<file path="src/include/dcache_macros.svh">
// widths, queue depths and memory latency of the dcache subsystem, included by rtl and testbench
`ifndef DCACHE_MACROS_SVH
`define DCACHE_MACROS_SVH

// address split into tag and index, one word per line
`define DCACHE_TAG_W    4
`define DCACHE_IDX_W    4
`define DCACHE_WORD_W   32
`define ADDR_W          (`DCACHE_TAG_W + `DCACHE_IDX_W)

// queue depths
`define MSHR_DEPTH      4
`define WB_DEPTH        2

// cycles from bus grant to memory response
`define MEM_LATENCY     3

`endif
</file>
<file path="src/rtl/coherence_pkg.sv">
// bus message and MSI line state encodings, imported by the caches, arbiter and memory
package coherence_pkg;

	// snooping bus messages
	typedef enum logic [1:0] {
		NONE  = 2'd0,
		GET_S = 2'd1,
		GET_M = 2'd2,
		PUT_M = 2'd3
	} message_t;

	// MSI states of a cache line
	typedef enum logic [1:0] {
		INVALID  = 2'd0,
		SHARED   = 2'd1,
		MODIFIED = 2'd2
	} line_state_t;

endpackage : coherence_pkg

</file>
<file path="src/rtl/dcache_pkg.sv">
// address field and queue payload types of the dcache, imported by the rtl modules
`include "dcache_macros.svh"

package dcache_pkg;
	import coherence_pkg::*;

	typedef logic [`DCACHE_TAG_W-1:0]  tag_t;
	typedef logic [`DCACHE_IDX_W-1:0]  idx_t;
	typedef logic [`DCACHE_WORD_W-1:0] word_t;

	// one outstanding miss, data only meaningful for GET_M
	typedef struct packed {
		tag_t     tag;
		idx_t     idx;
		word_t    data;
		message_t msg;
	} miss_req_t;

	// word on its way into main memory
	typedef struct packed {
		logic [`ADDR_W-1:0] addr;
		word_t              data;
	} wb_entry_t;

endpackage : dcache_pkg

</file>
<file path="src/rtl/bus_arbiter.sv">
// round-robin arbiter of the atomic snooping bus, broadcasting grants and returning responses
`include "dcache_macros.svh"

module bus_arbiter import coherence_pkg::*, dcache_pkg::*; (
	input  logic     clk,
	input  logic     rst_n_i,

	input  logic     req_i        [2],
	input  tag_t     req_tag_i    [2],
	input  idx_t     req_idx_i    [2],
	input  word_t    req_data_i   [2],
	input  message_t req_msg_i    [2],
	output logic     gnt_o        [2],

	output logic     snoop_vld_o,
	output logic     snoop_id_o,
	output tag_t     snoop_tag_o,
	output idx_t     snoop_idx_o,
	output message_t snoop_msg_o,
	output word_t    snoop_data_o,

	input  logic     owner_vld_i  [2],
	input  word_t    owner_data_i [2],
	input  logic     mem_rsp_vld_i,
	input  word_t    mem_rsp_data_i,

	output logic     rsp_vld_o,
	output logic     rsp_id_o,
	output word_t    rsp_data_o
);

	logic  rr_q;
	logic  busy_q;
	logic  rsp_id_q;
	logic  own_vld_q;
	word_t own_data_q;
	logic  grant;
	logic  win;
	logic  owner_any;
	word_t owner_data;

	// rr_q names the core that wins a tie
	assign grant = (req_i[0] || req_i[1]) && !busy_q;
	assign win   = (req_i[0] && req_i[1]) ? rr_q : req_i[1];

	assign gnt_o[0] = grant && !win;
	assign gnt_o[1] = grant && win;

	assign snoop_vld_o = grant;
	assign snoop_id_o  = win;
	assign snoop_tag_o = req_tag_i[win];
	assign snoop_idx_o = req_idx_i[win];
	assign snoop_msg_o = req_msg_i[win];

	// owner data rides the snoop data lines so memory stays current
	assign owner_any    = owner_vld_i[0] || owner_vld_i[1];
	assign owner_data   = owner_vld_i[1] ? owner_data_i[1] : owner_data_i[0];
	assign snoop_data_o = owner_any ? owner_data : req_data_i[win];

	assign rsp_vld_o  = own_vld_q || mem_rsp_vld_i;
	assign rsp_data_o = own_vld_q ? own_data_q : mem_rsp_data_i;
	assign rsp_id_o   = rsp_id_q;

	always_ff @(posedge clk or negedge rst_n_i) begin
		if (!rst_n_i) begin
			rr_q      <= 1'b0;
			busy_q    <= 1'b0;
			rsp_id_q  <= 1'b0;
			own_vld_q <= 1'b0;
		end else begin
			own_vld_q <= owner_any;
			if (grant) begin
				rr_q     <= !win;
				rsp_id_q <= win;
			end
			// PUT_M frees the bus in its grant cycle
			if (grant && req_msg_i[win] != PUT_M)
				busy_q <= 1'b1;
			else if (rsp_vld_o)
				busy_q <= 1'b0;
		end
	end

	always_ff @(posedge clk) begin
		own_data_q <= owner_data;
	end

endmodule : bus_arbiter

</file>
<file path="config.mk">
export PLATFORM = sky130hd
export DESIGN_NAME = bus_arbiter
export DESIGN_NICKNAME = d
export VERILOG_FILES = /design/src/rtl/coherence_pkg.sv /design/src/rtl/dcache_pkg.sv /design/src/rtl/bus_arbiter.sv
export VERILOG_INCLUDE_DIRS = /design/src /design/src/include
export SDC_FILE = /design/constraint.sdc
export NUM_CORES = 1
export LEC_CHECK = 0
export ABC_AREA = 1
export BUFFER_PORTS_ARGS = -buffer_cell sky130_fd_sc_hd__buf_4
export CAP_MARGIN = 10
export CORE_AREA = 2 2 102 104
export DETAILED_ROUTE_END_ITERATION = 8
export DIE_AREA = 0 0 104 106
export PLACE_DENSITY_LB_ADDON = 0.1
export RECOVER_POWER = 25
export SYNTH_ARGS = -nofsm -noshare
export SYNTH_HDL_FRONTEND = slang
export SYNTH_SLANG_ARGS = --single-unit
</file>
<file path="constraint.sdc">
create_clock -name clk -period 3.8 [get_ports clk]
set_clock_uncertainty 0.15 [all_clocks]
set_input_delay 0 -clock clk [delete_from_list [all_inputs] [get_ports clk]]
set_output_delay 0 -clock clk [all_outputs]
set_load 0.05 [all_outputs]
</file>
== After elaboration in Yosys (flattened, before gate mapping) ==
Cells that the tools add are included.

* Bits in registers: 36
* Input port bits: 187
* Logic and storage cells: 37

* Order comparisons: 1
* Equality and inequality tests: 1
* Muxes and demuxes: 18
* Bitwise logic cells: 1
* Reductions and logical operators: 11

{| class="wikitable"
|+ Operator list
! operator !! count
|-
| 32-bit two-way mux || 6
|-
| 4-bit two-way mux || 6
|-
| 2-bit two-way mux || 3
|-
| 1-bit logical AND || 5
|-
| 1-bit logical OR || 3
|-
| 1-bit two-way mux || 3
|-
| 2-bit >= comparator (second input constant) || 1
|-
| 1-bit logical NOT || 2
|-
| 2-bit != test (second input constant) || 1
|-
| 1-bit inverter with 2-bit output || 1
|-
| 2-bit nonzero test || 1
|}

== Depth between registers and ports, before layout ==
Gate-level depths: netlist (run 1).

* Depth after elaboration: 9
* Mapped depth: 9
* Mapped depth without buffers: 8

== Worst setup path before layout (run 1) ==
No wires, ideal clock.

* Path kind: flip-flop to output port
* Start point: register rr_q
* End point: output port snoop_data_o[30]
* Arrival: 1.698 ns
* Data required time: 3.650 ns
* Slack: 1.952 ns
* Cell stages (with the launch flop): 9
* Path buffers: 2
* Cell sequence: dfrtp_1 -> inv_1 -> nand2_2 -> nand2_2 -> buf_6 -> inv_6 -> buf_6 -> nand2_1 -> a21oi_1

* Cells in the longest elaborated chain, start to end: 6

{| class="wikitable"
|+ Ends and longest elaborated chain
! what !! line !! RTL
|-
| start: declaration || bus_arbiter.sv:32 || <nowiki>logic rr_q;</nowiki>
|-
| start signal: assignment || bus_arbiter.sv:73 || <nowiki>rr_q <= !win;</nowiki>
|-
| 1-bit two-way mux || bus_arbiter.sv:44 || <nowiki>assign win = (req_i[0] && req_i[1]) ? rr_q : req_i[1];</nowiki>
|-
| named net snoop_id_o || bus_arbiter.sv:16 || <nowiki>output logic snoop_id_o,</nowiki>
|-
| 1-bit inverter with 2-bit output (not written as such) || bus_arbiter.sv:58 || <nowiki>assign snoop_data_o = owner_any ? owner_data : req_data_i[win];</nowiki>
|-
| 32-bit two-way mux (not written as such) (3 in a row) || bus_arbiter.sv:58 ||
|-
| 32-bit two-way mux || bus_arbiter.sv:58 ||
|-
| end: declaration || bus_arbiter.sv:20 || <nowiki>output word_t snoop_data_o,</nowiki>
|}

The timed path passes the listed nets, and every way through them passes these cells. The select of a mux whose other input is x is not followed.

== Worst setup path in the final report (run 1) ==
* Start point: input port req_i[1] (netlist bit)
* End point: output port snoop_data_o[14]

* Cells in the longest elaborated chain, start to end: 7

{| class="wikitable"
|+ Ends and longest elaborated chain
! what !! line !! RTL
|-
| start: declaration || bus_arbiter.sv:8 || <nowiki>input logic req_i [2],</nowiki>
|-
| 1-bit logical AND || bus_arbiter.sv:44 ||
|-
| 1-bit two-way mux || bus_arbiter.sv:44 ||
|-
| 1-bit inverter with 2-bit output (not written as such) || bus_arbiter.sv:58 ||
|-
| 32-bit two-way mux (not written as such) (3 in a row) || bus_arbiter.sv:58 ||
|-
| 32-bit two-way mux || bus_arbiter.sv:58 ||
|}

Every way passes these cells. The select of a mux whose other input is x is not followed.

==> metrics.csv, run 1 <==
stage;metric;value;unit
cts;cts_sinks;36;
yosys;yosysUniqueCellTypes;19;
job;maxCapViolations;0;
sta;hold_viol_final;0;
sta;grt_setup_unrepaired;false;
place;portBuffers;266;
place;post-place-ws;1604;ps
cts;cts_buffers;5;
floorplanning;row_count;37;
power;switchingPower;0.0007545;W
sta;max_freq;396.8;MHz
drt;drtPass1Iterations;4;
cts;htree_levels;2;
cells_and_area;drive_above_1_share;0.3684;
floorplanning;coreArea;10000;um^2
drt;wl;11.92;mm
setup_path;path_max_fanout;47;
setup_path;r2r_cells;9;
cts;insertion_delay;280;ps
sta;setup_tns;0;ps
power;switching_share;0.4530;
grt;grt_start_max_net_pins;48;
sta;timing.final.max_slew_violations;0;
power;power.leakage;2.890;nW
setup_path;crit_required;3650;ps
sta;tightest_slew;1062;ps
drt;ant_nets;0;
yosys;synth_seq_cells;36;
setup_path;r2r_slack;1420;ps
yosys;synth_fp_nets;625;
drt;num_vias;3917;
power;clockPowerShare;0.152;
drt;vias_per_cell;4.411;
grt;grt-ovfl-total;0;
power;p_per_area;320.1;nW/um^2
drt;drt-initial-drc-count;173;
hold_path;min_path_type;in -> reg;
yosys;syn_inst;438;
yosys;yosysWarnings;0;
setup_path;critPathLaunchType;primary input;
sta;setup_ws;1280;ps
cts;clock_path_buffers;2;
cells_and_area;layout.nets;940;
floorplanning;dieWidth;104;um
place;hpwlAfterDp;8.315;mm
hold_path;hold_depth;4;
grt;grt_pass1_vias;3833;
floorplanning;start_util;0.2452;
cts;clk_pin_slew;70;ps
cts;cts_root_buf;clkbuf_8;
place;place_congestion;0.8540;
sta;finalSetupViolCount;0;
cells_and_area;diodes;0;
floorplanning;dieArea;11020;um^2
power;ir_drop;0.0001889;V
grt;grt_usage;0.2058;
drt;post-route-drc-count;0;
sta;fin_crit_sh;0.6631;
power;combPwrFrac;0.591;
cells_and_area;areaGrowthSynthToFinish;112.1;%
yosys;synth-seq-area-share;0.3020;
grt;grt_pass1_wl;18.40;mm
grt;antenna_found_initial;0;
power;pwr-share-seq;0.257;
outcome;outcome;completed;
power;p_int;0.0009111;W
cells_and_area;fillers;1049;
floorplanning;die_h;106;um
power;total_power;0.001666;W
cts;tritoncts;done;
setup_path;cp_data_arrival_time;2370;ps
floorplanning;ios;267;
sta;period_needed;2520;ps
setup_path;crit_type;in -> out;
yosys;syn-cell-area;2452;um^2
setup_path;setup.worst_path.end_class;primary output;
cts;postCtsSetupBuffers;0;
drt;routedWlPerCell;13.42;um
sta;relSlewSlack;0.2910;
yosys;avgSynthCellArea;5.599;um^2
## final cells by class
class | count | area (um^2) | area share
clock buffers | 6 | 72.57 | 0.01395
repair buffers | 337 | 2701 | 0.5192
multi-input cells | 364 | 1479 | 0.2843
well taps | 136 | 170.2 | 0.03271
inverters | 9 | 38.79 | 0.007456
flip-flops and latches | 36 | 740.7 | 0.1424
## through the flow
stage | instances | hold WS [ps] | cell area [um^2] | util
after detailed placement | 812 | -350.6 | 4433 | 0.4433
after global placement | 812 | -351.6 | 4433 | 0.4433
after floorplan | 438 | -445.6 | 2452 | -
after global routing | 888 | 42.77 | 5202 | 0.5203
final | 888 | 25.34 | 5202 | 0.5203
after CTS | 888 | 10.29 | 5206 | 0.5206
## placed cells by master (no fill, tap or decap)
| master | instances |
|---|---|
| dlygate4sd3_1 | 70 |
| clkbuf_4 | 1 |
| inv_6 | 1 |
| nor2_1 | 31 |
| nand2_2 | 2 |
| dfxtp_1 | 32 |
| nor2_4 | 2 |
| o21bai_1 | 2 |
| nand2_1 | 259 |
| o21ai_0 | 25 |
| clkbuf_8 | 5 |
| a21oi_1 | 16 |
| nand3_1 | 3 |
| o21ai_1 | 24 |
| clkbuf_1 | 2 |
| buf_4 | 265 |
| inv_2 | 1 |
| inv_1 | 6 |
| clkinv_1 | 1 |
| dfrtp_1 | 4 |
## per-layer routing
layer  wire, um  global-route usage
met3        869             0.05150
met1       4555              0.2140
met2       6269              0.4055
met4        220             0.05888
met5          0                   0
## power groups by stage
stage          Sequential, W  Clock, W  Combinational [W]
2_1_floorplan       0.000447         0           0.000572
3_3_place_gp        0.000436         0           0.000911
3_5_place_dp        0.000437         0           0.000914
4_1_cts             0.000429  0.000264           0.000990
5_1_grt             0.000432  0.000284            0.00104
6_report            0.000428  0.000253           0.000984
## state kept, by name, indices dropped and copies added, names as in the netlist
register	flops
busy_q	1
own_data_q	32
own_vld_q	1
rr_q	1
rsp_id_o	1
## worst max-delay path, cell delays in order
cell           delay, ps
dlygate4sd3_1        550
buf_4                140
nand2_2               80
nand2_2              510
inv_6                550
nand2_1              100
a21oi_1              190
buf_4                220
## cell usage after synthesis, drive strengths merged
library cell,count,area [um^2]
nand2,261,984.7
o21ai,49,245.2
nor2,33,138.9
dfxtp,32,640.6
buf,25,178.9
a21oi,16,80.08
inv,8,35.04
clkbuf,4,15.01
dfrtp,4,100.1
nand3,3,15.01
o21bai,2,15.01
clkinv,1,3.750
## timing repair
item,4_1_cts,5_1_grt
endpoints found under the hold margin,39,0
hold buffers,70,0
resized for setup,0,0
## cells by family after synthesis
family                 synth area share
AOI/OAI and AO/OA                0.1388
buffers and inverters           0.09490
and+or+nand+nor                  0.4643
DFF                              0.3020
## worst paths after layout
kind                       startpoint                to
min in group asynchronous     rst_n_i            busy_q
setup / recovery             req_i[1]  snoop_data_o[14]
setup reg to reg                 rr_q            busy_q
hold / removal               req_i[0]              rr_q
max in group asynchronous     rst_n_i         own_vld_q
hold reg to reg              rsp_id_o          rsp_id_o
No activity file was read; power rests on OpenSTA's default activity.
==> inputs of run 2 (changes only) <==
Settings changed: CORE_AREA 2 2 102 104 to 2 2 103 105, DIE_AREA 0 0 104 106 to 0 0 105 107.
Clock period 3.8 ns to 2.5 ns, I/O delays scaled along.
==> run 2 against run 1 <==
Against the previous run: hold slack lost 7.1 ps; critical path depth grew 2; routed wire length grew 3.7%; worst setup slack lost 1000 ps; critical endpoint is now busy_q; core utilization grew 0.19 points.
==> metrics.csv, run 2 (same netlist as run 1, synthesis figures left out) <==
stage;metric;value;unit
setup_path;worstReg2RegStart;rr_q;
sta;max_freq;441.4;MHz
setup_path;crit_type;reg -> reg;
setup_path;cp_data_arrival_time;2280;ps
setup_path;crit_required;2520;ps
drt;wl;12.35;mm
sta;finalSetupViolCount;0;
hold_path;hold_depth;4;
sta;period_needed;2266;ps
drt;ant_nets;0;
cts;cts_root_buf;clkbuf_8;
grt;grt_pass1_wl;18.90;mm
sta;tightest_slew;1204;ps
drt;drt-initial-drc-count;141;
hold_path;min_to;rr_q;
place;portBuffers;266;
cts;tritoncts;done;
cts;insertion_delay;280;ps
grt;grt_usage;0.2110;
cts;cts_sinks;36;
drt;num_vias;3922;
place;place_congestion;0.8690;
cts;clock_path_buffers;2;
sta;timing.final.max_slew_violations;0;
floorplanning;dieWidth;105;um
power;power.leakage;2.921;nW
sta;setup_tns;0;ps
floorplanning;die_h;107;um
floorplanning;row_count;37;
setup_path;r2r_slack;230;ps
cells_and_area;largest-register;own_data_q;
power;ir_drop;0.0002778;V
setup_path;critPathLaunchType;flop;
setup_path;setup.worst_path.end_class;flop;
cells_and_area;drive_above_1_share;0.3717;
cells_and_area;diodes;0;
grt;grt_pass1_vias;3829;
grt;antenna_found_initial;0;
setup_path;path_max_fanout;38;
cells_and_area;largest_reg_flops;32;
sta;relSlewSlack;0.1967;
power;p_per_area;510.7;nW/um^2
cts;clk_pin_slew;70;ps
cells_and_area;areaGrowthSynthToFinish;114.9;%
drt;vias_per_cell;4.397;
hold_path;min_from;req_i[0];
cts;htree_levels;2;
place;post_dp_cell_area;4448;um^2
cells_and_area;final_cell_mix;buf_4 (265), nand2_1 (259), dlygate4sd3_1 (70), dfxtp_1 (32), nor2_1 (31);
sta;grt_setup_unrepaired;false;
place;hpwlAfterDp;8.693;mm
grt;grt_start_max_net_pins;41;
cells_and_area;fin_area;5270;um^2
setup_path;timing.rr.end;busy_q;
hold_path;min_path_type;in -> reg;
cells_and_area;layout_commonest_cell;buf_4;
cts;cts_buffers;5;
cells_and_area;layout.nets;942;
job;maxCapViolations;0;
sta;hold_viol_final;0;
cells_and_area;fillers;1031;
floorplanning;start_util;0.2430;
cts;postCtsSetupBuffers;0;
floorplanning;dieArea;11240;um^2
drt;drtPass1Iterations;4;
outcome;outcome;completed;
floorplanning;coreArea;10090;um^2
floorplanning;ios;267;
drt;post-route-drc-count;0;
grt;grt-ovfl-total;0;
drt;routedWlPerCell;13.85;um
setup_path;r2r_cells;10;
sta;fin_crit_sh;0.9063;
[run 2: cell count changes in the layout (fill, tap and decap cells not counted)]
| cell | change |
|---|---|
| clkbuf_8 | +2 |
| clkbuf_16 | +1 |
| clkinvlp_4 | +1 |
| inv_1 | +1 |
| inv_2 | -1 |
| clkinv_1 | -1 |
| buf_6 | +1 |
[run 2: worst max-delay path, cell delays in order (launching register included)]
cell and delay [ps]:
dfrtp_1 370, inv_1 80, nand2_2 70, nand2_2 240, buf_6 340, nand2_1 90
nand2_1 100, nand2_1 60, nand2_1 50, nand2_1 40, dlygate4sd3_1 550
[run 2: worst max path at each step]
| stage | from | endpoint | cells after the start |
|---|---|---|---|
| final | rr_q | busy_q | 10 |
| after CTS | own_vld_q | busy_q | 4 |
| after global placement | own_vld_q | rsp_data_o[20] | 4 |
| after detailed placement | own_vld_q | rsp_data_o[18] | 4 |
| after global routing | rr_q | busy_q | 10 |
| after floorplan | rr_q | snoop_data_o[30] | 8 |
[run 2: layout make-up]
type                            instances  area (um^2)  area share
Clock buffer                            8        121.4     0.02303
Inverter                                9        42.54    0.008072
Multi-Input combinational cell        364         1479      0.2806
Sequential cell                        36        740.7      0.1406
Tap cell                              136        170.2     0.03229
Timing Repair Buffer                  339         2716      0.5154
[run 2: per-stage QoR]
step	utilization	hold slack [ps]	power, W	worst slack [ps]	instances
finish	0.5222	18.24	0.002691	234.3	892
detailed placement	0.4407	-348.9	0.002064	620.8	814
global route	0.5222	53.08	0.002835	58.09	892
global placement	0.4407	-350.1	0.002055	634.9	814
CTS	0.5222	3.378	0.002719	104.1	892
floorplan	-	-445.6	0.001549	651.5	438
[run 2: layer usage]
| metal | global-route usage | share of wire | vias up |
|---|---|---|---|
| met5 | 0 | 0 | - |
| met1 | 0.2262 | 0.38 | 1759 |
| met3 | 0.04134 | 0.064 | 10 |
| met2 | 0.4179 | 0.54 | 165 |
| li1 | - | - | 1988 |
| met4 | 0.05524 | 0.012 | 0 |
[run 2: timing repair]
item | CTS | global route
hold buffers | 70 | 0
endpoints found under the setup margin | 0 | 1
hold endpoints to repair | 38 | 0
gates resized for setup | 0 | 2
[run 2: power breakdown]
part | internal (W) | switching (W)
Clock | 0.000312 | 0.000224
Combinational | 0.000569 | 0.000935
Sequential | 0.000631 | 0.0000196
