--- src/include/dcache_macros.svh ---
// widths, queue depths and memory latency of the dcache subsystem, included by rtl and testbench
`ifndef DCACHE_MACROS_SVH
`define DCACHE_MACROS_SVH

// address split into tag and index, one word per line
`define DCACHE_TAG_W    4
`define DCACHE_IDX_W    4
`define DCACHE_WORD_W   32
`define ADDR_W          (`DCACHE_TAG_W + `DCACHE_IDX_W)

// queue depths
`define MSHR_DEPTH      4
`define WB_DEPTH        2

// cycles from bus grant to memory response
`define MEM_LATENCY     3

`endif
--- src/rtl/coherence_pkg.sv ---
// bus message and MSI line state encodings, imported by the caches, arbiter and memory
package coherence_pkg;

	// snooping bus messages
	typedef enum logic [1:0] {
		NONE  = 2'd0,
		GET_S = 2'd1,
		GET_M = 2'd2,
		PUT_M = 2'd3
	} message_t;

	// MSI states of a cache line
	typedef enum logic [1:0] {
		INVALID  = 2'd0,
		SHARED   = 2'd1,
		MODIFIED = 2'd2
	} line_state_t;

endpackage : coherence_pkg

--- src/rtl/dcache_pkg.sv ---
// address field and queue payload types of the dcache, imported by the rtl modules
`include "dcache_macros.svh"

package dcache_pkg;
	import coherence_pkg::*;

	typedef logic [`DCACHE_TAG_W-1:0]  tag_t;
	typedef logic [`DCACHE_IDX_W-1:0]  idx_t;
	typedef logic [`DCACHE_WORD_W-1:0] word_t;

	// one outstanding miss, data only meaningful for GET_M
	typedef struct packed {
		tag_t     tag;
		idx_t     idx;
		word_t    data;
		message_t msg;
	} miss_req_t;

	// word on its way into main memory
	typedef struct packed {
		logic [`ADDR_W-1:0] addr;
		word_t              data;
	} wb_entry_t;

endpackage : dcache_pkg

--- src/rtl/dcache_ctrl.sv ---
// per-core dcache controller serving the load and store ports and the snooping bus
`include "dcache_macros.svh"

module dcache_ctrl import coherence_pkg::*, dcache_pkg::*; (
	input  logic               clk,
	input  logic               rst_n_i,
	input  logic               cpu_id_i,

	input  logic               lq_en_i,
	input  logic [`ADDR_W-1:0] lq_addr_i,
	output logic               lq_ack_o,
	output logic               lq_data_vld_o,
	output word_t              lq_data_o,

	input  logic               sq_en_i,
	input  logic [`ADDR_W-1:0] sq_addr_i,
	input  word_t              sq_data_i,
	output logic               sq_ack_o,

	output logic               bus_req_o,
	output tag_t               bus_req_tag_o,
	output idx_t               bus_req_idx_o,
	output word_t              bus_req_data_o,
	output message_t           bus_req_msg_o,
	input  logic               bus_gnt_i,

	input  logic               snoop_vld_i,
	input  logic               snoop_id_i,
	input  tag_t               snoop_tag_i,
	input  idx_t               snoop_idx_i,
	input  message_t           snoop_msg_i,
	output logic               owner_vld_o,
	output word_t              owner_data_o,

	input  logic               rsp_vld_i,
	input  logic               rsp_id_i,
	input  word_t              rsp_data_i
);

	localparam int LINES = 1 << `DCACHE_IDX_W;

	tag_t        lq_tag;
	idx_t        lq_idx;
	tag_t        sq_tag;
	idx_t        sq_idx;
	logic        lk_hit;
	line_state_t lk_state;
	word_t       lk_data;
	logic        st_en;
	logic        load_hit;
	logic        fill_en;
	word_t       fill_data;
	line_state_t fill_state;
	line_state_t vic_state;
	tag_t        vic_tag;
	word_t       vic_data;
	line_state_t sn_state;
	word_t       sn_data;
	logic        sn_set_en;
	line_state_t sn_new_state;
	logic        other_snoop;
	logic        snoop_get;
	logic        need_put;
	logic        block;
	logic        push;
	miss_req_t   push_data;
	miss_req_t   head;
	logic        q_empty;
	logic        q_full;

	// head of queue granted a GET, waiting for its response
	logic              wait_q;
	// one bit per index with a miss in the queue
	logic [LINES-1:0]  pend_q;

	assign {lq_tag, lq_idx} = lq_addr_i;
	assign {sq_tag, sq_idx} = sq_addr_i;

	dcache_mem i_mem (
		.clk               (clk),
		.rst_n_i           (rst_n_i),
		.lk_tag_i          (sq_en_i ? sq_tag : lq_tag),
		.lk_idx_i          (sq_en_i ? sq_idx : lq_idx),
		.lk_hit_o          (lk_hit),
		.lk_state_o        (lk_state),
		.lk_data_o         (lk_data),
		.st_en_i           (st_en),
		.st_idx_i          (sq_idx),
		.st_data_i         (sq_data_i),
		.fill_en_i         (fill_en),
		.fill_tag_i        (head.tag),
		.fill_idx_i        (head.idx),
		.fill_data_i       (fill_data),
		.fill_state_i      (fill_state),
		.vic_idx_i         (head.idx),
		.vic_state_o       (vic_state),
		.vic_tag_o         (vic_tag),
		.vic_data_o        (vic_data),
		.sn_tag_i          (snoop_tag_i),
		.sn_idx_i          (snoop_idx_i),
		.sn_state_o        (sn_state),
		.sn_data_o         (sn_data),
		.sn_set_state_en_i (sn_set_en),
		.sn_new_state_i    (sn_new_state)
	);

	req_fifo #(
		.T     (miss_req_t),
		.DEPTH (`MSHR_DEPTH)
	) i_mshr (
		.clk         (clk),
		.rst_n_i     (rst_n_i),
		.push_i      (push),
		.push_data_i (push_data),
		.pop_i       (fill_en),
		.head_o      (head),
		.empty_o     (q_empty),
		.full_o      (q_full)
	);

	// --------------------------------------------------
	// response fill, a GET_M merges the queued store word
	assign fill_en    = rsp_vld_i && (rsp_id_i == cpu_id_i) && wait_q;
	assign fill_data  = (head.msg == GET_M) ? head.data : rsp_data_i;
	assign fill_state = (head.msg == GET_M) ? MODIFIED : SHARED;

	// --------------------------------------------------
	// snoop side
	assign other_snoop  = snoop_vld_i && (snoop_id_i != cpu_id_i);
	assign snoop_get    = other_snoop && (snoop_msg_i == GET_S || snoop_msg_i == GET_M);
	assign owner_vld_o  = snoop_get && (sn_state == MODIFIED);
	assign owner_data_o = sn_data;
	// own PUT_M grant drops the victim, broadcast fields point at it
	assign sn_set_en    = (snoop_get && sn_state != INVALID) ||
	                      (bus_gnt_i && bus_req_msg_o == PUT_M);
	assign sn_new_state = (snoop_msg_i == GET_S) ? SHARED : INVALID;

	// --------------------------------------------------
	// request issue, dirty victim goes out first
	assign need_put       = (vic_state == MODIFIED) && (vic_tag != head.tag);
	assign bus_req_o      = !q_empty && !wait_q;
	assign bus_req_tag_o  = need_put ? vic_tag : head.tag;
	assign bus_req_idx_o  = head.idx;
	assign bus_req_data_o = need_put ? vic_data : head.data;
	assign bus_req_msg_o  = need_put ? PUT_M : head.msg;

	// --------------------------------------------------
	// core ports, held off while the arrays change under a fill or snoop
	assign block = fill_en || other_snoop;

	always_comb begin
		lq_ack_o  = 1'b0;
		sq_ack_o  = 1'b0;
		st_en     = 1'b0;
		load_hit  = 1'b0;
		push      = 1'b0;
		push_data = '{tag: sq_tag, idx: sq_idx, data: sq_data_i, msg: GET_M};
		if (sq_en_i) begin
			if (!block && !pend_q[sq_idx]) begin
				if (lk_hit && lk_state == MODIFIED) begin
					sq_ack_o = 1'b1;
					st_en    = 1'b1;
				end else if (!q_full) begin
					sq_ack_o = 1'b1;
					push     = 1'b1;
				end
			end
		end else if (lq_en_i && !block && !pend_q[lq_idx]) begin
			if (lk_hit) begin
				lq_ack_o = 1'b1;
				load_hit = 1'b1;
			end else if (!q_full) begin
				lq_ack_o  = 1'b1;
				push      = 1'b1;
				push_data = '{tag: lq_tag, idx: lq_idx, data: '0, msg: GET_S};
			end
		end
	end

	assign lq_data_vld_o = load_hit || (fill_en && head.msg == GET_S);
	assign lq_data_o     = fill_en ? rsp_data_i : lk_data;

	always_ff @(posedge clk or negedge rst_n_i) begin
		if (!rst_n_i) begin
			wait_q <= 1'b0;
			pend_q <= '0;
		end else begin
			if (bus_gnt_i && bus_req_msg_o != PUT_M)
				wait_q <= 1'b1;
			else if (fill_en)
				wait_q <= 1'b0;
			if (push)
				pend_q[push_data.idx] <= 1'b1;
			if (fill_en)
				pend_q[head.idx] <= 1'b0;
		end
	end

endmodule : dcache_ctrl

--- src/rtl/dcache_mem.sv ---
// tag, state and data arrays of one direct-mapped cache, read combinationally by the controller
`include "dcache_macros.svh"

module dcache_mem import coherence_pkg::*, dcache_pkg::*; (
	input  logic        clk,
	input  logic        rst_n_i,

	// core lookup
	input  tag_t        lk_tag_i,
	input  idx_t        lk_idx_i,
	output logic        lk_hit_o,
	output line_state_t lk_state_o,
	output word_t       lk_data_o,

	// store hit, line becomes MODIFIED
	input  logic        st_en_i,
	input  idx_t        st_idx_i,
	input  word_t       st_data_i,

	// fill from bus response
	input  logic        fill_en_i,
	input  tag_t        fill_tag_i,
	input  idx_t        fill_idx_i,
	input  word_t       fill_data_i,
	input  line_state_t fill_state_i,

	// victim read for write-back
	input  idx_t        vic_idx_i,
	output line_state_t vic_state_o,
	output tag_t        vic_tag_o,
	output word_t       vic_data_o,

	// snoop lookup and state change
	input  tag_t        sn_tag_i,
	input  idx_t        sn_idx_i,
	output line_state_t sn_state_o,
	output word_t       sn_data_o,
	input  logic        sn_set_state_en_i,
	input  line_state_t sn_new_state_i
);

	localparam int LINES = 1 << `DCACHE_IDX_W;

	tag_t        tag_q   [LINES];
	line_state_t state_q [LINES];
	word_t       data_q  [LINES];

	assign lk_hit_o   = (state_q[lk_idx_i] != INVALID) && (tag_q[lk_idx_i] == lk_tag_i);
	assign lk_state_o = state_q[lk_idx_i];
	assign lk_data_o  = data_q[lk_idx_i];

	assign vic_state_o = state_q[vic_idx_i];
	assign vic_tag_o   = tag_q[vic_idx_i];
	assign vic_data_o  = data_q[vic_idx_i];

	// a tag mismatch looks like an invalid line to the snooper
	assign sn_state_o = (tag_q[sn_idx_i] == sn_tag_i) ? state_q[sn_idx_i] : INVALID;
	assign sn_data_o  = data_q[sn_idx_i];

	always_ff @(posedge clk or negedge rst_n_i) begin
		if (!rst_n_i) begin
			for (int i = 0; i < LINES; i++)
				state_q[i] <= INVALID;
		end else begin
			if (st_en_i)
				state_q[st_idx_i] <= MODIFIED;
			if (sn_set_state_en_i)
				state_q[sn_idx_i] <= sn_new_state_i;
			if (fill_en_i)
				state_q[fill_idx_i] <= fill_state_i;
		end
	end

	always_ff @(posedge clk) begin
		if (st_en_i)
			data_q[st_idx_i] <= st_data_i;
		if (fill_en_i) begin
			tag_q[fill_idx_i]  <= fill_tag_i;
			data_q[fill_idx_i] <= fill_data_i;
		end
	end

endmodule : dcache_mem

--- src/rtl/req_fifo.sv ---
// circular request queue with a type parameter, used as miss queue and write-back buffer
module req_fifo #(
	parameter type T     = logic,
	parameter int  DEPTH = 4
) (
	input  logic clk,
	input  logic rst_n_i,
	input  logic push_i,
	input  T     push_data_i,
	input  logic pop_i,
	output T     head_o,
	output logic empty_o,
	output logic full_o
);

	localparam int PTR_W = (DEPTH > 1) ? $clog2(DEPTH) : 1;
	localparam int CNT_W = $clog2(DEPTH + 1);

	T                 mem_q [DEPTH];
	logic [PTR_W-1:0] wr_ptr_q;
	logic [PTR_W-1:0] rd_ptr_q;
	logic [CNT_W-1:0] cnt_q;
	logic             do_push;
	logic             do_pop;

	function automatic logic [PTR_W-1:0] next_ptr(input logic [PTR_W-1:0] ptr);
		return (ptr == PTR_W'(DEPTH - 1)) ? '0 : ptr + 1'b1;
	endfunction

	assign empty_o = (cnt_q == '0);
	assign full_o  = (cnt_q == CNT_W'(DEPTH));
	assign do_push = push_i && !full_o;
	assign do_pop  = pop_i && !empty_o;
	assign head_o  = mem_q[rd_ptr_q];

	always_ff @(posedge clk or negedge rst_n_i) begin
		if (!rst_n_i) begin
			wr_ptr_q <= '0;
			rd_ptr_q <= '0;
			cnt_q    <= '0;
		end else begin
			if (do_push)
				wr_ptr_q <= next_ptr(wr_ptr_q);
			if (do_pop)
				rd_ptr_q <= next_ptr(rd_ptr_q);
			cnt_q <= cnt_q + CNT_W'(do_push) - CNT_W'(do_pop);
		end
	end

	always_ff @(posedge clk) begin
		if (do_push)
			mem_q[wr_ptr_q] <= push_data_i;
	end

endmodule : req_fifo

--- config.mk ---
export PLATFORM = sky130hd
export DESIGN_NAME = dcache_ctrl
export DESIGN_NICKNAME = d
export VERILOG_FILES = /design/src/rtl/coherence_pkg.sv /design/src/rtl/dcache_pkg.sv /design/src/rtl/dcache_ctrl.sv /design/src/rtl/dcache_mem.sv /design/src/rtl/req_fifo.sv
export VERILOG_INCLUDE_DIRS = /design/src /design/src/include
export SDC_FILE = /design/constraint.sdc
export NUM_CORES = 2
export LEC_CHECK = 0
export BUFFER_PORTS_ARGS = -buffer_cell sky130_fd_sc_hd__buf_2
export CAP_MARGIN = 10
export CORE_MARGIN = 2
export CORE_UTILIZATION = 45
export CTS_CLUSTER_DIAMETER = 60
export DETAILED_ROUTE_END_ITERATION = 6
export HOLD_SLACK_MARGIN = 0.02
export PLACE_DENSITY = 0.62
export RECOVER_POWER = 100
export SLEW_MARGIN = 20
export SYNTH_ARGS = -nofsm -noshare
export SYNTH_HDL_FRONTEND = slang
export SYNTH_SLANG_ARGS = --single-unit
--- constraint.sdc ---
create_clock -name clk -period 5.37 [get_ports clk]
set_input_delay 0 -clock clk [delete_from_list [all_inputs] [get_ports clk]]
set_output_delay 0 -clock clk [all_outputs]
set_load 0.05 [all_outputs]
Word-level counts from Yosys, hierarchy flattened. Memories as Yosys holds them, arrays and structs flattened. Cells that the tools add are included.

Bits in registers: 56. Logic and storage cells: 181. Output and inout port bits: 111. Memories: 3. RAM bits: 744.

Equality and inequality tests: 17. Reduce and logical (&&, ||, !) cells: 38. Magnitude comparators: 13. Bitwise operators: 10. Multiplexer cells: 75. Add/sub/neg operators: 4.

Memory list: i_mem.data_q (words 16, bits a word 32, read ports 3, clocked after Yosys merged registers in 0, wr ports 1, RTL line dcache_mem.sv:46) `word_t data_q [LINES];`; i_mshr.mem_q (words 4, bits a word 42, read ports 1, clocked after Yosys merged registers in 0, wr ports 1, RTL line req_fifo.sv:19) `T mem_q [DEPTH];`; i_mem.tag_q (words 16, bits a word 4, read ports 3, clocked after Yosys merged registers in 0, wr ports 1, RTL line dcache_mem.sv:44) `tag_t tag_q [LINES];`.

Operator list (count): two-way mux 32 bit (7); two-way mux 42 bit (4); bitwise mux 32 bit (2); bitwise AND 16 bit (2); two-way mux 1 bit (32); two-way mux 16 bit (2); NOT 16 bit (2); bitwise OR 16 bit (2); OR reduction 32 bit (1); two-way mux 2 bit (14); binary-select mux 2 bit (select 4 bit) (3); demux 2 bit (select 4 bit) (3); logical AND 1 bit (23); >= comparator 5 bit, second input constant (4); less-than comparator 4 x 5 -> 1 bit, second input constant (4); NOT 4 -> 5 bit (4); == test 2 bit, second input constant (8); two-way mux 4 bit (4); less-than comparator 5 x 1 -> 1 bit, second input constant (3); binary-select mux 1 bit (select 4 bit) (2); demux 1 bit (select 4 bit) (2); == test 4 bit (2); >= comparator 4 x 1 -> 1 bit, second input constant (2); zero test 1 bit (6); other kinds (12) (19).

Logic depth before layout (Yosys ltp).
Depth after elaboration: 18. Mapped depth: 17. Gate-level depth less buffers: 12.

Hierarchy. A second synthesis with hierarchy kept.

Cell total of the unflattened synthesis: 3327. Area total of the unflattened synthesis: 48982.0 µm².

Modules (own cells, without submodules): dcache_mem (cells each 2623, area each 39185.1 µm², instances 1); req_fifo (cells each 264, area each 6545.0 µm², instances 1); dcache_ctrl (cells each 440, area each 3251.9 µm², instances 1).

Least setup slack after synthesis. Ideal clock, no wire load.

Path kind: input to register. From: input sq_addr_i[2]. To: memory i_mem.data_q[12][0] in the netlist's numbering, enable pin. Library setup time: 0.421 ns. Stages on the path: 12. Slack: 1.213 ns. Arrival: 3.736 ns. Required time: 4.949 ns. Cells stage by stage: buf_6 mux2_4 buf_6 mux4_2 nand2_1 o31ai_1 a31o_2 a2111o_1 buf_2 nor4_1 a32oi_1 nor2_1.

Word-level cells in the longest chain between the ends: 14. Elaborated cells between the ends (all ways): 22.

Ends and longest elaborated chain: from (decl) (RTL line dcache_ctrl.sv:16) `` input logic [`ADDR_W-1:0] sq_addr_i, ``; two-way mux 4 bit (RTL line dcache_ctrl.sv:83) `.lk_idx_i (sq_en_i ? sq_idx : lq_idx),`; NOT 4 -> 5 bit (implied by the code) (RTL line dcache_mem.sv:48, dcache_mem.sv:49); binary-select mux 2 bit (select 4 bit) (RTL line dcache_mem.sv:48, dcache_mem.sv:49); two-way mux 2 bit (implied by the code) (2 in a row) (RTL line dcache_mem.sv:48, dcache_mem.sv:49); nonzero test 2 bit (RTL line dcache_mem.sv:48) `assign lk_hit_o = (state_q[lk_idx_i] != INVALID) && (tag_q[lk_idx_i] == lk_tag_i);`; logical AND 1 bit (RTL line dcache_mem.sv:48); logical AND 1 bit (RTL line dcache_ctrl.sv:160) `if (lk_hit && lk_state == MODIFIED) begin`; two-way mux 1 bit (RTL line dcache_ctrl.sv:160); two-way mux 1 bit (RTL line dcache_ctrl.sv:159) `if (!block && !pend_q[sq_idx]) begin`; two-way mux 1 bit (RTL line dcache_ctrl.sv:158) `if (sq_en_i) begin`; two-way mux 1 bit (RTL line dcache_mem.sv:75) `if (st_en_i)`; two-way mux 1 bit (implied by the code) (RTL line dcache_mem.sv:76) `data_q[st_idx_i] <= st_data_i;`; two-way mux 1 bit (no source line); to (decl) (RTL line dcache_mem.sv:46).

Parallel ways exist; a longest one is shown, timed or not. The select of a mux whose other input is x is not followed.

Final worst setup path.
From: input sq_en_i. To: output lq_data_o[2].

Word-level cells in the longest chain between the ends: 3.

Ends and longest elaborated chain: from (decl) (RTL line dcache_ctrl.sv:15) `input logic sq_en_i,`; two-way mux 4 bit (RTL line dcache_ctrl.sv:83); memory read (16 x 32 bit); two-way mux 32 bit (RTL line dcache_ctrl.sv:181) `assign lq_data_o = fill_en ? rsp_data_i : lk_data;`; to (decl) (RTL line dcache_ctrl.sv:13) `output word_t lq_data_o,`.

Every way passes these cells.

==> flow_metrics.py <==
metrics = {
    "worst_setup_path": {
        "path_delay_family": "buffers and inverters",
        "cp_common_cell": "buf_2",
        "path_max_fanout": 214,
        "max_stage_delay_ns": 1.78,
        "worstSetupPathType": "primary input to primary output",
        "worstSetupEndpointType": "primary output",
        "cpMaxStageDelayCell": "clkbuf_4",
        "worstSetupStartpointType": "primary input",
        "rr_worst_depth": 7,
        "critical_path_buf_inv_count": 3,
        "cp_num_cells": 9,
        "cp.arrival_ns": 5.22,
        "path_cells": "buf_2 -> mux2_8 -> clkbuf_4 -> and2_1 -> a211oi_1 -> a311oi_1 -> nor3_1 -> o31ai_1 -> buf_2",
        "cp.required_ns": 5.37,
    },
    "floorplan": {
        "fp.dieW_um": 316,
        "die_h_um": 316,
        "die_area_um2": 99900,
        "coreArea_um2": 96600,
        "start_util_pct": 45.4,
        "ios": 211,
        "rows": 114,
    },
    "logic_synthesis": {
        "synth_area_leaders": "edfxtp_1, mux4_2, nand2_1",
        "syn_inst": 3029,
        "syn_area_um2": 43800,
        "synth_nets": 3138,
        "synth_commonest_cells": "edfxtp_1, nand2_1, mux4_2",
        "synth_flop_cell": "edfxtp_1",
        "yosysMostFrequentCell": "edfxtp_1",
        "seq_area_frac_synth_pct": 54.2,
        "synth.avg_cell_area_um2": 14.5,
        "synthArstFlopShare_pct": 7.00,
        "post-synth-top-area-cell": "edfxtp_1",
        "yosys_warnings": 0,
        "synthDistinctLibCells": 72,
        "yosys.area.top_type_share_pct": 51.0,
        "synth_edf_count": 744,
        "ys_ff_latch": 800,
    },
    "grt": {
        "grt_usage_pct": 29.0,
        "grt_pass1_wl_mm": 211,
        "grt_max_degree": 215,
        "grt_overflow_total": 0,
        "antenna_found_initial": 1,
        "grt_pass1_vias": 30800,
    },
    "placement": {
        "placed_area_um2": 46900,
        "gp_congestion": 0.958,
        "pre_cts_slack_ns": 0.757,
        "io_buffer_count": 210,
        "post-dp-hpwl_mm": 92.7,
    },
    "sta": {
        "max_freq_ghz": 0.191,
        "worst_pin_slew_ns": 3.32,
        "setup_viol": 0,
        "slew_violations": 352,
        "final.setup.worst_slack_ns": 0.147,
        "slew_headroom_pct": -121,
        "finalCriticalPeriod_ns": 5.22,
        "clock_skew_ns": 0.0320,
        "rsz0062_at_grt": "no",
        "hold_viol_final": 0,
        "fin_setup_tns_ns": 0,
        "finalCritPeriodShare_pct": 97.3,
        "fin_hold_ws_ns": 0.115,
    },
    "pwr": {
        "clock_power_share_pct": 24.2,
        "internal_power_mw": 15.5,
        "p_per_area_nw_per_um2": 525,
        "power.net_switching_mw": 10.8,
        "pwr-share-comb_pct": 44.7,
        "power_frac_seq_pct": 31.1,
        "swShare_pct": 41.0,
        "peakVddDrop_mv": 0.426,
        "p_leak_nw": 16.6,
    },
    "clock_tree": {
        "clockBufferDepth": 3,
        "cts_root_buf": "clkbuf_16",
        "htree_levels": 3,
        "clkSinkCount": 800,
        "clk-insertion-delay-late_ns": 0.69,
        "cts_buffers": 94,
        "postCtsSetupRepairBufs": 0,
        "tritoncts": "done",
        "path_clk_slew_ns": 0.06,
    },
    "run_status": {
        "outcome": "complete, but fails checks",
        "violations": "DRC, capacitance limit, slew limit",
    },
    "route": {
        "viasPerCell": 6.73,
        "drc": 1,
        "antenna_left": 0,
        "wirelength_mm": 145,
        "wl_per_cell_um": 31.2,
        "drt-initial-drc-count": 4317,
        "vias": 31200,
        "drt_pass1_iterations": 7,
    },
    "worst_hold_path": {
        "hp-class": "primary input to flip-flop",
        "whs_path_depth": 2,
    },
    "cells_and_area": {
        "syn2layout_area_growth_pct": 14.4,
        "design_area_um2": 50100,
        "final_util_pct": 51.9,
        "final_nets": 3388,
        "drive_above_1_share_pct": 26.4,
    },
    "flow_run": {
        "maxCapViolations": 4,
    },
}
==> kinds of logic after synthesis <==
family          count (synthesis)  synth area share [%]
compound gates                494                  8.65
xor+xnor                       16                 0.320
fa+ha+maj                       9                 0.274
buf+inv                       306                  2.94
flops                         800                  54.2
mux                           552                  24.6
simple gates                  852                  9.00
==> flip-flops by register name, indices dropped and copies added (netlist names) <==
register         count
i_mem.data_q       512
i_mshr.mem_q       168
i_mem.tag_q         64
i_mem.state_q       32
pend_q              16
i_mshr.cnt_q         3
i_mshr.rd_ptr_q      2
i_mshr.wr_ptr_q      2
wait_q               1
==> through the flow <==
stage / power [mW] / std cells
final: 26.3 / 4636
after global routing: 27.2 / 4635
after CTS: 26.4 / 4635
after detailed placement: 20.0 / 4369
after global placement: 19.8 / 4369
after floorplan: 16.4 / 3029
==> power groups by stage <==
stage,sequential [mW],combinational [mW],clock [mW]
floorplan,8.10,8.31,0
global placement,8.26,11.6,0
detailed placement,8.29,11.7,0
CTS,8.17,11.8,6.43
global route,8.25,12.3,6.69
finish,8.20,11.8,6.36
==> path summary, 6_finish.rpt <==
kind	from	end	slack, ns
min in group asynchronous	rst_n_i	i_mem.state_q[12]	1.08
hold reg to reg	pend_q[7]	pend_q[7]	0.51
max in group asynchronous	rst_n_i	i_mshr.rd_ptr_q[0]	1.92
hold / removal	lq_addr_i[0]	i_mshr.mem_q[1][34]	0.11
setup / recovery	sq_en_i	lq_data_o[2]	0.15
setup reg to reg	i_mshr.rd_ptr_q[0]	i_mem.data_q[7][10]	0.24
==> layer usage <==
layer / wire length (µm) / global-route usage (%) / vias up
met2: 65900 / 43.7 / 2110
li1: - / - / 12800
met4: 6220 / 11.9 / 2
met1: 55500 / 40.5 / 15900
met3: 17300 / 7.08 / 389
met5: 13 / 0 / -
==> what timing repair did <==
action                                 in CTS  in global routing
hold buffers                               90                  0
endpoints found under the hold margin     725                  0
setup endpoints to repair                   0                  3
gates resized for setup                     0                  1
==> area by class of cell <==
cell class	instances	area (µm²)
Inverter	33	136
Clock buffer	103	2390
Fill cell	7989	46400
Timing Repair Buffer	427	2650
Sequential cell	800	23700
Tap cell	1276	1600
Multi-Input combinational cell	1923	18900
Clock inverter	73	673
Antenna cell	1	2.50
==> placed cells by master, fill, tap and decap left out, drive strengths merged, types with 39 or more instances in the layout <==
cell and n:
inv 45, o21ai 49, and2 170, a211oi 134
dlygate4sd3 90, nand2 441, a311oi 129, edfxtp 744
mux2 54, o31ai 39, nor2 78, dfrtp 56
mux2i 83, mux4 415, buf 168, clkbuf 272
nor3 79, clkinv 46
Power figures use the tool's default switching activity.
